`config.mk`:
```
export PLATFORM = sky130hd
export DESIGN_NAME = resize_engine
export DESIGN_NICKNAME = d
export VERILOG_FILES = /design/src/hdl/rs_pkg.sv /design/src/hdl/resize_engine.sv
export SDC_FILE = /design/constraint.sdc
export NUM_CORES = 1
export LEC_CHECK = 0
export BUFFER_PORTS_ARGS = -buffer_cell sky130_fd_sc_hd__buf_2
export CAP_MARGIN = 40
export CELL_PAD_IN_SITES_DETAIL_PLACEMENT = 1
export CELL_PAD_IN_SITES_GLOBAL_PLACEMENT = 1
export CORE_MARGIN = 2
export CORE_UTILIZATION = 43
export DETAILED_ROUTE_END_ITERATION = 10
export GPL_ROUTABILITY_DRIVEN = 0
export HOLD_SLACK_MARGIN = 0.08
export PLACE_DENSITY = 0.89
export SYNTH_ARGS = -nofsm -noshare
export SYNTH_HDL_FRONTEND = slang
export SYNTH_SLANG_ARGS = --single-unit
```
`constraint.sdc`:
```
create_clock -name clk -period 3.67 [get_ports clk]
set_input_delay 0.734 -clock clk [delete_from_list [all_inputs] [get_ports clk]]
set_output_delay 0.734 -clock clk [all_outputs]
set_load 0.05 [all_outputs]
```
`src/hdl/rs_pkg.sv`:
```
// shared constants, bus structs and enums for the image downscaler
package rs_pkg;

	// input stream geometry
	localparam int STREAM_W       = 32;  // beat width
	localparam int BYTES_PER_BEAT = 4;   // one gray pixel per byte

	// row storage
	localparam int BUF_DEPTH = 256;  // words per row ram, 1024 pixels
	localparam int BUF_AW    = 8;    // word address
	localparam int BYTE_AW   = 10;   // byte address on the read side
	localparam int WIDTH_W   = 11;   // source width field, up to 1024

	// input beat, last flags the row end
	typedef struct packed {
		logic [STREAM_W-1:0] data;
		logic                last;
	} in_beat_t;

	// output pixel, last flags final pixel of an output row
	typedef struct packed {
		logic [7:0] data;
		logic       last;
	} out_pix_t;

	// row pair read request, one byte address per cycle
	typedef struct packed {
		logic               ren;
		logic [BYTE_AW-1:0] raddr;
	} row_rd_t;

	typedef enum logic {
		RS_MODE_AVG,      // rounded 2x2 mean
		RS_MODE_NEAREST   // upper-left pixel
	} resize_mode_e;

	typedef enum logic [1:0] {
		ENG_IDLE,
		ENG_READ,
		ENG_DRAIN,
		ENG_RELEASE
	} eng_state_e;

endpackage

```
`src/hdl/resize_engine.sv`:
```
// resize engine, walks a row pair by byte address and emits half-width 2x2 results
`timescale 1ns/1ps

module resize_engine (
	input  logic                         clk,
	input  logic                         resetn,

	// frame config, stable per frame
	input  rs_pkg::resize_mode_e         mode_i,
	input  logic [rs_pkg::WIDTH_W-1:0]   src_width_i,  // pixels, multiple of 4

	// rows buffer side
	input  logic                         pair_avail_i,
	output rs_pkg::row_rd_t              rd_req_o,
	output logic                         pair_release_o,
	input  logic [7:0]                   row0_i,       // upper row, 1 cycle after read
	input  logic [7:0]                   row1_i,       // lower row

	// pixel out, no back-pressure
	output rs_pkg::out_pix_t             pix_o,
	output logic                         pix_valid_o
);

	rs_pkg::eng_state_e               state;
	logic [rs_pkg::BYTE_AW-1:0]       rd_addr;      // byte address being read
	logic [rs_pkg::WIDTH_W-1:0]       rd_addr_ext;
	logic [rs_pkg::WIDTH_W-1:0]       last_addr;    // src_width - 1
	logic                             at_last;
	logic                             rd_vld_q;     // row bytes valid this cycle
	logic                             rd_odd_q;     // returned byte is the right column
	logic                             rd_last_q;    // returned byte closes the row
	logic [7:0]                       top0_q;       // left column, upper row
	logic [7:0]                       bot0_q;       // left column, lower row
	logic [9:0]                       blk_sum;
	logic [7:0]                       blk_res;
	logic                             blk_done;

	assign rd_addr_ext = {{(rs_pkg::WIDTH_W - rs_pkg::BYTE_AW){1'b0}}, rd_addr};
	assign last_addr   = src_width_i - 1'b1;
	assign at_last     = (rd_addr_ext == last_addr);

	assign rd_req_o = '{ren: (state == rs_pkg::ENG_READ), raddr: rd_addr};
	assign pair_release_o = (state == rs_pkg::ENG_RELEASE);  // one cycle pulse

	// control fsm
	always_ff @(posedge clk or negedge resetn)
	begin
		if (!resetn)
		begin
			state   <= rs_pkg::ENG_IDLE;
			rd_addr <= '0;
		end
		else
		begin
			case (state)
				rs_pkg::ENG_IDLE:
				begin
					rd_addr <= '0;
					if (pair_avail_i)
						state <= rs_pkg::ENG_READ;
				end
				rs_pkg::ENG_READ:
				begin
					rd_addr <= rd_addr + 1'b1;  // one byte per cycle
					if (at_last)
						state <= rs_pkg::ENG_DRAIN;
				end
				rs_pkg::ENG_DRAIN:
				begin
					// hold until the row's last pixel is out
					if (pix_valid_o && pix_o.last)
						state <= rs_pkg::ENG_RELEASE;
				end
				default:
					state <= rs_pkg::ENG_IDLE;  // release done
			endcase
		end
	end

	// read return tracking
	always_ff @(posedge clk or negedge resetn)
	begin
		if (!resetn)
			rd_vld_q <= 1'b0;
		else
			rd_vld_q <= rd_req_o.ren;
	end

	always_ff @(posedge clk)
	begin
		rd_odd_q  <= rd_addr[0];
		rd_last_q <= rd_req_o.ren & at_last;
	end

	// latch left column of the block
	always_ff @(posedge clk)
	begin
		if (rd_vld_q && !rd_odd_q)
		begin
			top0_q <= row0_i;
			bot0_q <= row1_i;
		end
	end

	// 2x2 block, right column straight from the buffer
	assign blk_done = rd_vld_q & rd_odd_q;
	assign blk_sum  = {2'b00, top0_q} + {2'b00, bot0_q}
		+ {2'b00, row0_i} + {2'b00, row1_i} + 10'd2;  // +2 rounds to nearest
	assign blk_res  = (mode_i == rs_pkg::RS_MODE_AVG) ? blk_sum[9:2] : top0_q;

	// output register
	always_ff @(posedge clk or negedge resetn)
	begin
		if (!resetn)
			pix_valid_o <= 1'b0;
		else
			pix_valid_o <= blk_done;
	end

	always_ff @(posedge clk)
	begin
		if (blk_done)
		begin
			pix_o.data <= blk_res;
			pix_o.last <= rd_last_q;  // pixel src_width/2-1
		end
	end

	a_idle_quiet: assert property (@(posedge clk) disable iff (!resetn)
		pix_valid_o |-> (state != rs_pkg::ENG_IDLE))
		else $error("pixel strobe while engine idle");

	a_width_ok: assert property (@(posedge clk) disable iff (!resetn)
		(state == rs_pkg::ENG_IDLE && pair_avail_i)
		|-> (src_width_i != '0 && src_width_i[1:0] == 2'b00
			&& src_width_i <= (1 << rs_pkg::BYTE_AW)))
		else $error("source width not a nonzero multiple of 4 up to 1024");

endmodule

```
==> metrics.cfg, run 1 <==
[routing]
drt_iter0_drc=68
wl_per_cell_um=16.2
totalWireLength_mm=6.62
drt-vias-per-instance=5.32
drt-pass1-iter-count=4
drc=0
ant_nets=0
vias=2181

[clock_network]
cts_tree=yes
cts_buffers=5
cts-htree-levels=2
post-cts-setup-buffer-count=0
postCtsHoldBufs=0
cts_resized=0
cts_buffer_depth=2
clkSlewWorstSetupHoldPaths_ps=80
clk_latency_ps=300
clock-sinks=41
root_buffer=clkbuf_8

[grt]
first_global_vias=2301
overflow=0
antenna_found_initial=0
grtUsageTotal_pct=20.2
grt_max_degree=17
grt_pass1_wl_mm=11.3

[power_and_ir_drop]
p_seq_share_pct=31.3
peakVddDrop_mv=0.350
p_clk_share_pct=16.2
internal_power_mw=1.25
p_comb_share_pct=52.5
leakage_nw=1.51
switching_power_uw=954
switching_share_pct=43.2
powerDensity_mw_per_mm2=688

[timing]
min_period_over_period_pct=93.6
tightest_slew_ps=539
rsz0062_at_grt=no
finalMaxSlewViolations=0
hold_viol=0
final-setup-viol-count=0
clock_skew_ps=4.08
fmax_mhz=291
fin_crit_ps=3440
slew-limit-headroom_pct=64.0

[logic_synthesis]
postSynthCellCount=274
synth_nets=335
synth_edf_count=25
synth-seq-cells=41
synthFlopType=edfxtp_1
yosysWarnings=0
synth_cell_types=45
synth_area_mm2=0.00274
avgSynthCellArea_um2=9.98
yosysSeqAreaShare_pct=41.7
ys_async_sr_fraction_pct=34.1

[die]
coreArea_mm2=0.00624
die_h_um=83.8
num_rows=29
die_area_mm2=0.00701
num_io_pins=53
start_util_pct=43.8
die_w_um=83.8

[critical_path]
slowest_stage=fa_1
crit_path_start_kind=input pin
critical_path_arrival_ps=3490
required_ps=3720
cp-end-kind=flop
cp_slowest_stage_delay_ps=530
crit_type=input pin to flop
crit_fanout=3
crit_chain=buf_2 -> fa_1 -> inv_1 -> fa_1 -> inv_1 -> ha_1 -> and3b_1 -> o21ai_1 -> nand2_1 -> a21o_1 -> a311oi_1 -> xor2_1 -> o21ai_1

[finish]
postLayoutCoreUtil_pct=51.4
stdcell_count=410
synthToLayoutAreaGrowth_pct=17.2
layout-drive-gt1-share_pct=20.1
num_antenna_cells=0
nets=393

[place]
portBuffers=52
placed_cells=402
dpl.hpwl_mm=5.33

[run_status]
outcome=completed

[min_path]
hp-class=input pin to async pin

[flow_run]
maxCapViolations=0

==> synth_stat cells (2+ instances only) <==
master	count	area [um^2]
nor3_1	4	20.0
xor2_1	5	43.8
nand2b_1	2	12.5
a21oi_1	8	40.0
o21ai_0	9	45.0
and3b_1	2	17.5
o31ai_1	5	37.5
fa_1	15	300
clkbuf_1	3	11.3
mux2i_1	2	20.0
nand3_1	8	40.0
dfxtp_1	2	40.0
edfxtp_1	25	751
nor2_1	16	60.1
a21o_1	3	22.5
or3_1	4	25.0
ha_1	15	188
o21ai_1	11	55.1
nand4_1	8	50.1
xnor2_1	7	61.3
nor3b_1	2	15.0
or4_4	2	22.5
inv_1	55	206
nand2_1	23	86.3
o21a_1	3	22.5
dfrtp_1	14	350
and2_1	3	18.8
==> worst max-delay path, delay by kind of cell <==
family                   cells  cell delay (ps)
AO/OA/AOI/OAI                4              860
XOR/XNOR                     1              240
adder cells (fa/ha/maj)      3             1100
buffers and inverters        3              240
AND/OR/NAND/NOR              2              310
==> stage by stage <==
step	cell area (um^2)	setup slack [ps]	total power [mW]	hold slack, ps	setup TNS [ps]
4_1_cts	3210	241	2.24	322	0
6_report	3210	233	2.21	324	0
5_1_grt	3210	87.0	2.38	328	0
2_1_floorplan	2740	311	1.53	386	0
3_5_place_dp	3100	-89.4	1.87	400	-89.4
3_3_place_gp	3100	136	1.76	388	0
==> worst paths after layout <==
path / from / to / slack, ps / cells past startpoint
max: row0_i[0] / pix_o[5] / 230 / 13
min in group clk: rd_last_q / pix_o[0] / 420 / 0
min: resetn / state[0] / 320 / 1
max in group asynchronous: resetn / rd_vld_q / 3100 / 1
max reg2reg: top0_q[0] / pix_o[5] / 390 / 12
min reg2reg: rd_last_q / pix_o[0] / 420 / 0
==> per-layer routing <==
| layer | GRT usage [%] | part of all wire [%] | vias up |
|---|---|---|---|
| li1 | - | - | 1040 |
| met1 | 25.8 | 44 | 1088 |
| met2 | 34.8 | 51 | 45 |
| met3 | 3.96 | 3.3 | 8 |
| met4 | 6.16 | 1.4 | 0 |
| met5 | 0 | 0 | - |
==> area by class of cell <==
type                            instances  area (um^2)
Tap cell                               77         96.3
Timing Repair Buffer                   54          275
Multi-Input combinational cell        174         1370
Inverter                               56          210
Clock buffer                            8          111
Fill cell                             744         3030
Sequential cell                        41         1140
==> power by group through the flow <==
stage / clock [mW] / sequential [mW] / combinational [mW]
2_1_floorplan: 0 / 0.783 / 0.751
3_3_place_gp: 0 / 0.693 / 1.07
3_5_place_dp: 0 / 0.701 / 1.17
4_1_cts: 0.366 / 0.691 / 1.18
5_1_grt: 0.387 / 0.704 / 1.29
6_report: 0.357 / 0.691 / 1.16
==> sequential cells by signal, summed over array words and instances, names as in the netlist <==
| register | cells |
|---|---|
| rd_addr | 10 |
| pix_o | 9 |
| bot0_q | 8 |
| top0_q | 8 |
| state | 2 |
| pix_valid_o | 1 |
| rd_last_q | 1 |
| rd_odd_q | 1 |
| rd_vld_q | 1 |
==> kinds of logic after synthesis <==
kind of cell / count (synthesis) / synth area share, %
mux: 3 / 1.28
xor+xnor: 12 / 3.84
buf+inv: 59 / 8.10
flops: 41 / 41.7
compound gates: 51 / 12.7
fa+ha+maj: 30 / 17.8
simple gates: 78 / 14.5
==> placed cells by master, fill, tap and decap left out, drive strengths merged, types with 14 or more instances in the layout <==
master / count
inv: 56
fa: 15
nand2: 23
ha: 15
nor2: 16
buf: 54
o21ai: 20
dfrtp: 14
edfxtp: 25
No activity file was read; power rests on OpenSTA's default activity.
==> run 2, diff against run 1 <==
--- a/config.mk
+++ b/config.mk
@@ -15,6 +15,7 @@
 export GPL_ROUTABILITY_DRIVEN = 0
 export HOLD_SLACK_MARGIN = 0.08
 export PLACE_DENSITY = 0.89
+export RECOVER_POWER = 25
 export SYNTH_ARGS = -nofsm -noshare
 export SYNTH_HDL_FRONTEND = slang
 export SYNTH_SLANG_ARGS = --single-unit
==> metrics.cfg, run 2 (synthesized netlist as in run 1, its figures left out) <==
[power_and_ir_drop]
leakage_nw=1.50
internal_power_mw=1.25
switching_share_pct=43.2
p_comb_share_pct=52.5
p_total_mw=2.20
powerDensity_mw_per_mm2=689
p_seq_share_pct=31.3
p_clk_share_pct=16.1
switching_power_uw=951
peakVddDrop_mv=0.350

[flow_run]
maxCapViolations=0

[critical_path]
cp_top_family=adder cells
critical_path_arrival_ps=3490
cp_slowest_stage_delay_ps=530
regToRegSetupSlack_ps=400
crit_fanout=3
crit_type=input pin to flop
required_ps=3720
critical_path_buf_inv_count=3
cp-end-kind=flop
crit_chain=buf_2 -> fa_1 -> inv_1 -> fa_1 -> inv_1 -> ha_1 -> and3b_1 -> o21ai_1 -> nand2_1 -> a21o_1 -> a311oi_1 -> xor2_1 -> o21ai_1
crit_path_start_kind=input pin
slowest_stage=fa_1

[timing]
fin_tns_setup_ps=0
clock_skew_ps=3.75
fmax_mhz=291
rsz0062_at_grt=no
finalMaxSlewViolations=0
tightest_slew_ps=788
final-setup-viol-count=0
slew-limit-headroom_pct=47.5
min_period_over_period_pct=93.6
fin_crit_ps=3440
hold_viol=0

[die]
start_util_pct=43.8
die_w_um=83.8
num_io_pins=53
coreArea_mm2=0.00624
num_rows=29
die_area_mm2=0.00701
die_h_um=83.8

[routing]
vias=2178
wl_per_cell_um=16.1
totalWireLength_mm=6.59
drt-pass1-iter-count=4
drt_iter0_drc=69
drt-vias-per-instance=5.31
ant_nets=0
drc=0

[finish]
synthToLayoutAreaGrowth_pct=17.0
num_antenna_cells=0
layout_common_cells=55 x inv_1, 46 x buf_2, 25 x edfxtp_1
stdcell_count=410
layout-drive-gt1-share_pct=18.3
layout_commonest_cell=inv_1
top_regs=rd_addr: 10 flops, pix_o: 9 flops
regMostFlops=rd_addr
nets=393
largest_reg_flops=10

[place]
dpl.hpwl_mm=5.33
placed_cells=402
portBuffers=52

[min_path]
hp-class=flop to flop

[clock_network]
cts_tree=yes
clk_latency_ps=300
cts_resized=0
clkSlewWorstSetupHoldPaths_ps=80
postCtsHoldBufs=0
post-cts-setup-buffer-count=0
cts-htree-levels=2
clock-sinks=41
cts_buffers=5
root_buffer=clkbuf_8
cts_buffer_depth=2

[grt]
antenna_found_initial=0
grt_max_degree=17
grt_pass1_wl_mm=11.3
first_global_vias=2301
overflow=0
grtUsageTotal_pct=20.2

[run_status]
outcome=completed

run 2: cell count changes in the layout (fill, tap and decap cells not counted), sizes merged:
cell	previous run	this run
buf	54	48
clkbuf	8	14
run 2: layer usage:
layer / up-vias / track usage (%) / part of all wire, %
li1: 1041 / - / -
met1: 1086 / 25.8 / 44
met2: 43 / 34.8 / 51
met3: 8 / 3.96 / 3.2
met4: 0 / 6.16 / 1.4
met5: - / 0 / 0
run 2: power by group through the flow:
stage | Combinational, mW | Sequential [mW] | Clock, mW
5_1_grt | 1.29 | 0.704 | 0.387
3_3_place_gp | 1.07 | 0.693 | 0
6_report | 1.16 | 0.690 | 0.356
2_1_floorplan | 0.751 | 0.783 | 0
4_1_cts | 1.18 | 0.691 | 0.366
3_5_place_dp | 1.17 | 0.701 | 0
run 2: stage by stage:
stage	setup WS (ps)	cell area, um^2	utilization [%]	hold WS [ps]
floorplan	311	2740	-	386
global placement	136	3100	49.6	388
detailed placement	-89.4	3100	49.6	400
CTS	241	3210	51.4	322
global route	87.0	3200	51.3	438
finish	234	3200	51.3	419
run 2: layout make-up:
type                            count  area [um^2]
Fill cell                         746         3040
Clock buffer                        8          111
Sequential cell                    41         1140
Inverter                           56          210
Tap cell                           77         96.3
Timing Repair Buffer               54          268
Multi-Input combinational cell    174         1370
run 2: final timing paths:
path,from,end,cells after the start
max in group asynchronous,resetn,rd_addr[8],1
setup reg to reg,top0_q[0],pix_o[5],12
hold reg to reg,rd_last_q,pix_o[0],0
hold / removal,rd_last_q,pix_o[0],0
setup / recovery,row0_i[0],pix_o[5],13
min in group asynchronous,resetn,state[0],1
==> run 3, diff against run 2 <==
--- a/config.mk
+++ b/config.mk
@@ -13,6 +13,7 @@
 export CORE_UTILIZATION = 43
 export DETAILED_ROUTE_END_ITERATION = 10
 export GPL_ROUTABILITY_DRIVEN = 0
+export GPL_TIMING_DRIVEN = 0
 export HOLD_SLACK_MARGIN = 0.08
 export PLACE_DENSITY = 0.89
 export RECOVER_POWER = 25
==> constraint.sdc (replaced) <==
create_clock -name clk -period 3.6 [get_ports clk]
set_input_delay 0.72 -clock clk [delete_from_list [all_inputs] [get_ports clk]]
set_output_delay 0.72 -clock clk [all_outputs]
set_load 0.05 [all_outputs]
==> metrics.cfg, run 3 (synthesized netlist as in run 1, its figures left out) <==
[grt]
overflow=0
first_global_vias=2437
grt_max_degree=17
grtUsageTotal_pct=21.0
antenna_found_initial=0
grt_pass1_wl_mm=11.7

[power_and_ir_drop]
internal_power_mw=1.25
p_seq_share_pct=31.7
leakage_nw=1.50
peakVddDrop_mv=0.357
switching_power_uw=982
powerDensity_mw_per_mm2=697
p_comb_share_pct=53.1
switching_share_pct=44.0
p_clk_share_pct=15.2

[finish]
nFillCells=751
layout_common_cells=55 x inv_1, 49 x buf_2, 25 x edfxtp_1
layout-drive-gt1-share_pct=18.8
regMostFlops=rd_addr
seqCellArea_mm2=0.00114
layout_commonest_cell=inv_1
num_antenna_cells=0
postLayoutCoreUtil_pct=51.3
nets=395
synthToLayoutAreaGrowth_pct=17.1
top_regs=rd_addr: 10 flops, pix_o: 9 flops
multi_input_area_mm2=0.00138
largest_reg_flops=10
final_area_mm2=0.00320

[timing]
fmax_mhz=292
slew-limit-headroom_pct=46.8
tightest_slew_ps=798
clock_skew_ps=7.07
min_period_over_period_pct=95.0
rsz0062_at_grt=no
hold_viol=0
fin_crit_ps=3420
final-setup-viol-count=0
finalMaxSlewViolations=0

[routing]
totalWireLength_mm=6.77
drt-vias-per-instance=5.31
drc=0
drt_iter0_drc=79
drt-pass1-iter-count=4
vias=2188
ant_nets=0
wl_per_cell_um=16.4

[clock_network]
cts_resized=0
root_buffer=clkbuf_8
cts_buffer_depth=2
cts_buffers=5
clock-sinks=41
clkSlewWorstSetupHoldPaths_ps=80
post-cts-setup-buffer-count=0
postCtsHoldBufs=0
cts_tree=yes
clk_latency_ps=300
cts-htree-levels=2

[die]
die_w_um=83.8
die_h_um=83.8
num_rows=29
num_io_pins=53
start_util_pct=43.8
coreArea_mm2=0.00624
die_area_mm2=0.00701

[critical_path]
critical_path.startpoint=row0_i[5]
crit_chain=buf_2 -> inv_1 -> fa_1 -> fa_1 -> inv_1 -> ha_1 -> a21o_1 -> a21oi_1 -> nand2_1 -> o21a_1 -> or3_1 -> nand2_1 -> o21ai_1
slowest_stage=fa_1
cp-end-kind=flop
reg2reg_from=top0_q[5]
crit_type=input pin to flop
required_ps=3640
critical_path_arrival_ps=3460
crit_fanout=6
cp_slowest_stage_delay_ps=530
crit_path_start_kind=input pin

[run_status]
outcome=completed

[place]
portBuffers=52
dpl_cell_area_mm2=0.00309
dpl.hpwl_mm=5.08

[min_path]
min_from=rd_last_q
hp-class=flop to flop

[flow_run]
maxCapViolations=0

==> run 3: changes by cell type in the layout (fill, tap and decap cells not counted), sizes merged <==
| cell | delta |
|---|---|
| buf | +2 |
| clkbuf | -1 |
| clkinv | +1 |
==> run 3: per-layer routing <==
metal	track usage (%)	vias to the layer above	routed length [um]
met2	37.9	55	3510
met1	25.1	1083	2870
met3	3.66	10	259
met4	7.33	0	129
met5	0	-	0
li1	-	1040	-
==> run 3: power groups by stage <==
| stage | Combinational [mW] | Clock, mW | Sequential [mW] |
|---|---|---|---|
| floorplan | 0.766 | 0 | 0.798 |
| global placement | 1.06 | 0 | 0.711 |
| detailed placement | 1.15 | 0 | 0.718 |
| CTS | 1.18 | 0.348 | 0.708 |
| global route | 1.32 | 0.366 | 0.720 |
| finish | 1.19 | 0.340 | 0.708 |
==> run 3: final timing paths <==
| path | to | slack [ps] | cells past startpoint |
|---|---|---|---|
| setup / recovery | pix_o[7] | 180 | 13 |
| hold / removal | pix_o[0] | 440 | 0 |
| setup reg to reg | pix_o[7] | 310 | 12 |
| hold reg to reg | pix_o[0] | 440 | 0 |
| max in group asynchronous | rd_addr[0] | 2620 | 1 |
| min in group asynchronous | rd_addr[2] | 480 | 1 |
==> run 3: per-stage QoR <==
step / instances / setup TNS, ps / worst slack (ps) / power, mW / hold slack, ps
finish: 412 / 0 / 179 / 2.23 / 438
global route: 412 / 0 / 52.9 / 2.41 / 453
CTS: 411 / 0 / 191 / 2.24 / 321
detailed placement: 403 / -117 / -82.5 / 1.86 / 425
global placement: 403 / -8.80 / -8.80 / 1.77 / 390
floorplan: 274 / 0 / 255 / 1.56 / 386
==> run 3: cell type report <==
class | instances | share of cell area, %
repair buffers | 53 | 8.36
clock buffers | 7 | 3.05
clock inverters | 1 | 0.117
inverters | 56 | 6.56
well taps | 77 | 3.01
plain buffers | 3 | 0.352
multi-input cells | 174 | 42.9
flip-flops and latches | 41 | 35.6
==> run 3: worst max-delay path: cells and delay by family <==
family / cells / cell delay [ps]
AND/OR/NAND/NOR: 3 / 530
AO/OA/AOI/OAI: 4 / 590
buffers and inverters: 3 / 210
adder cells (fa/ha/maj): 3 / 1400
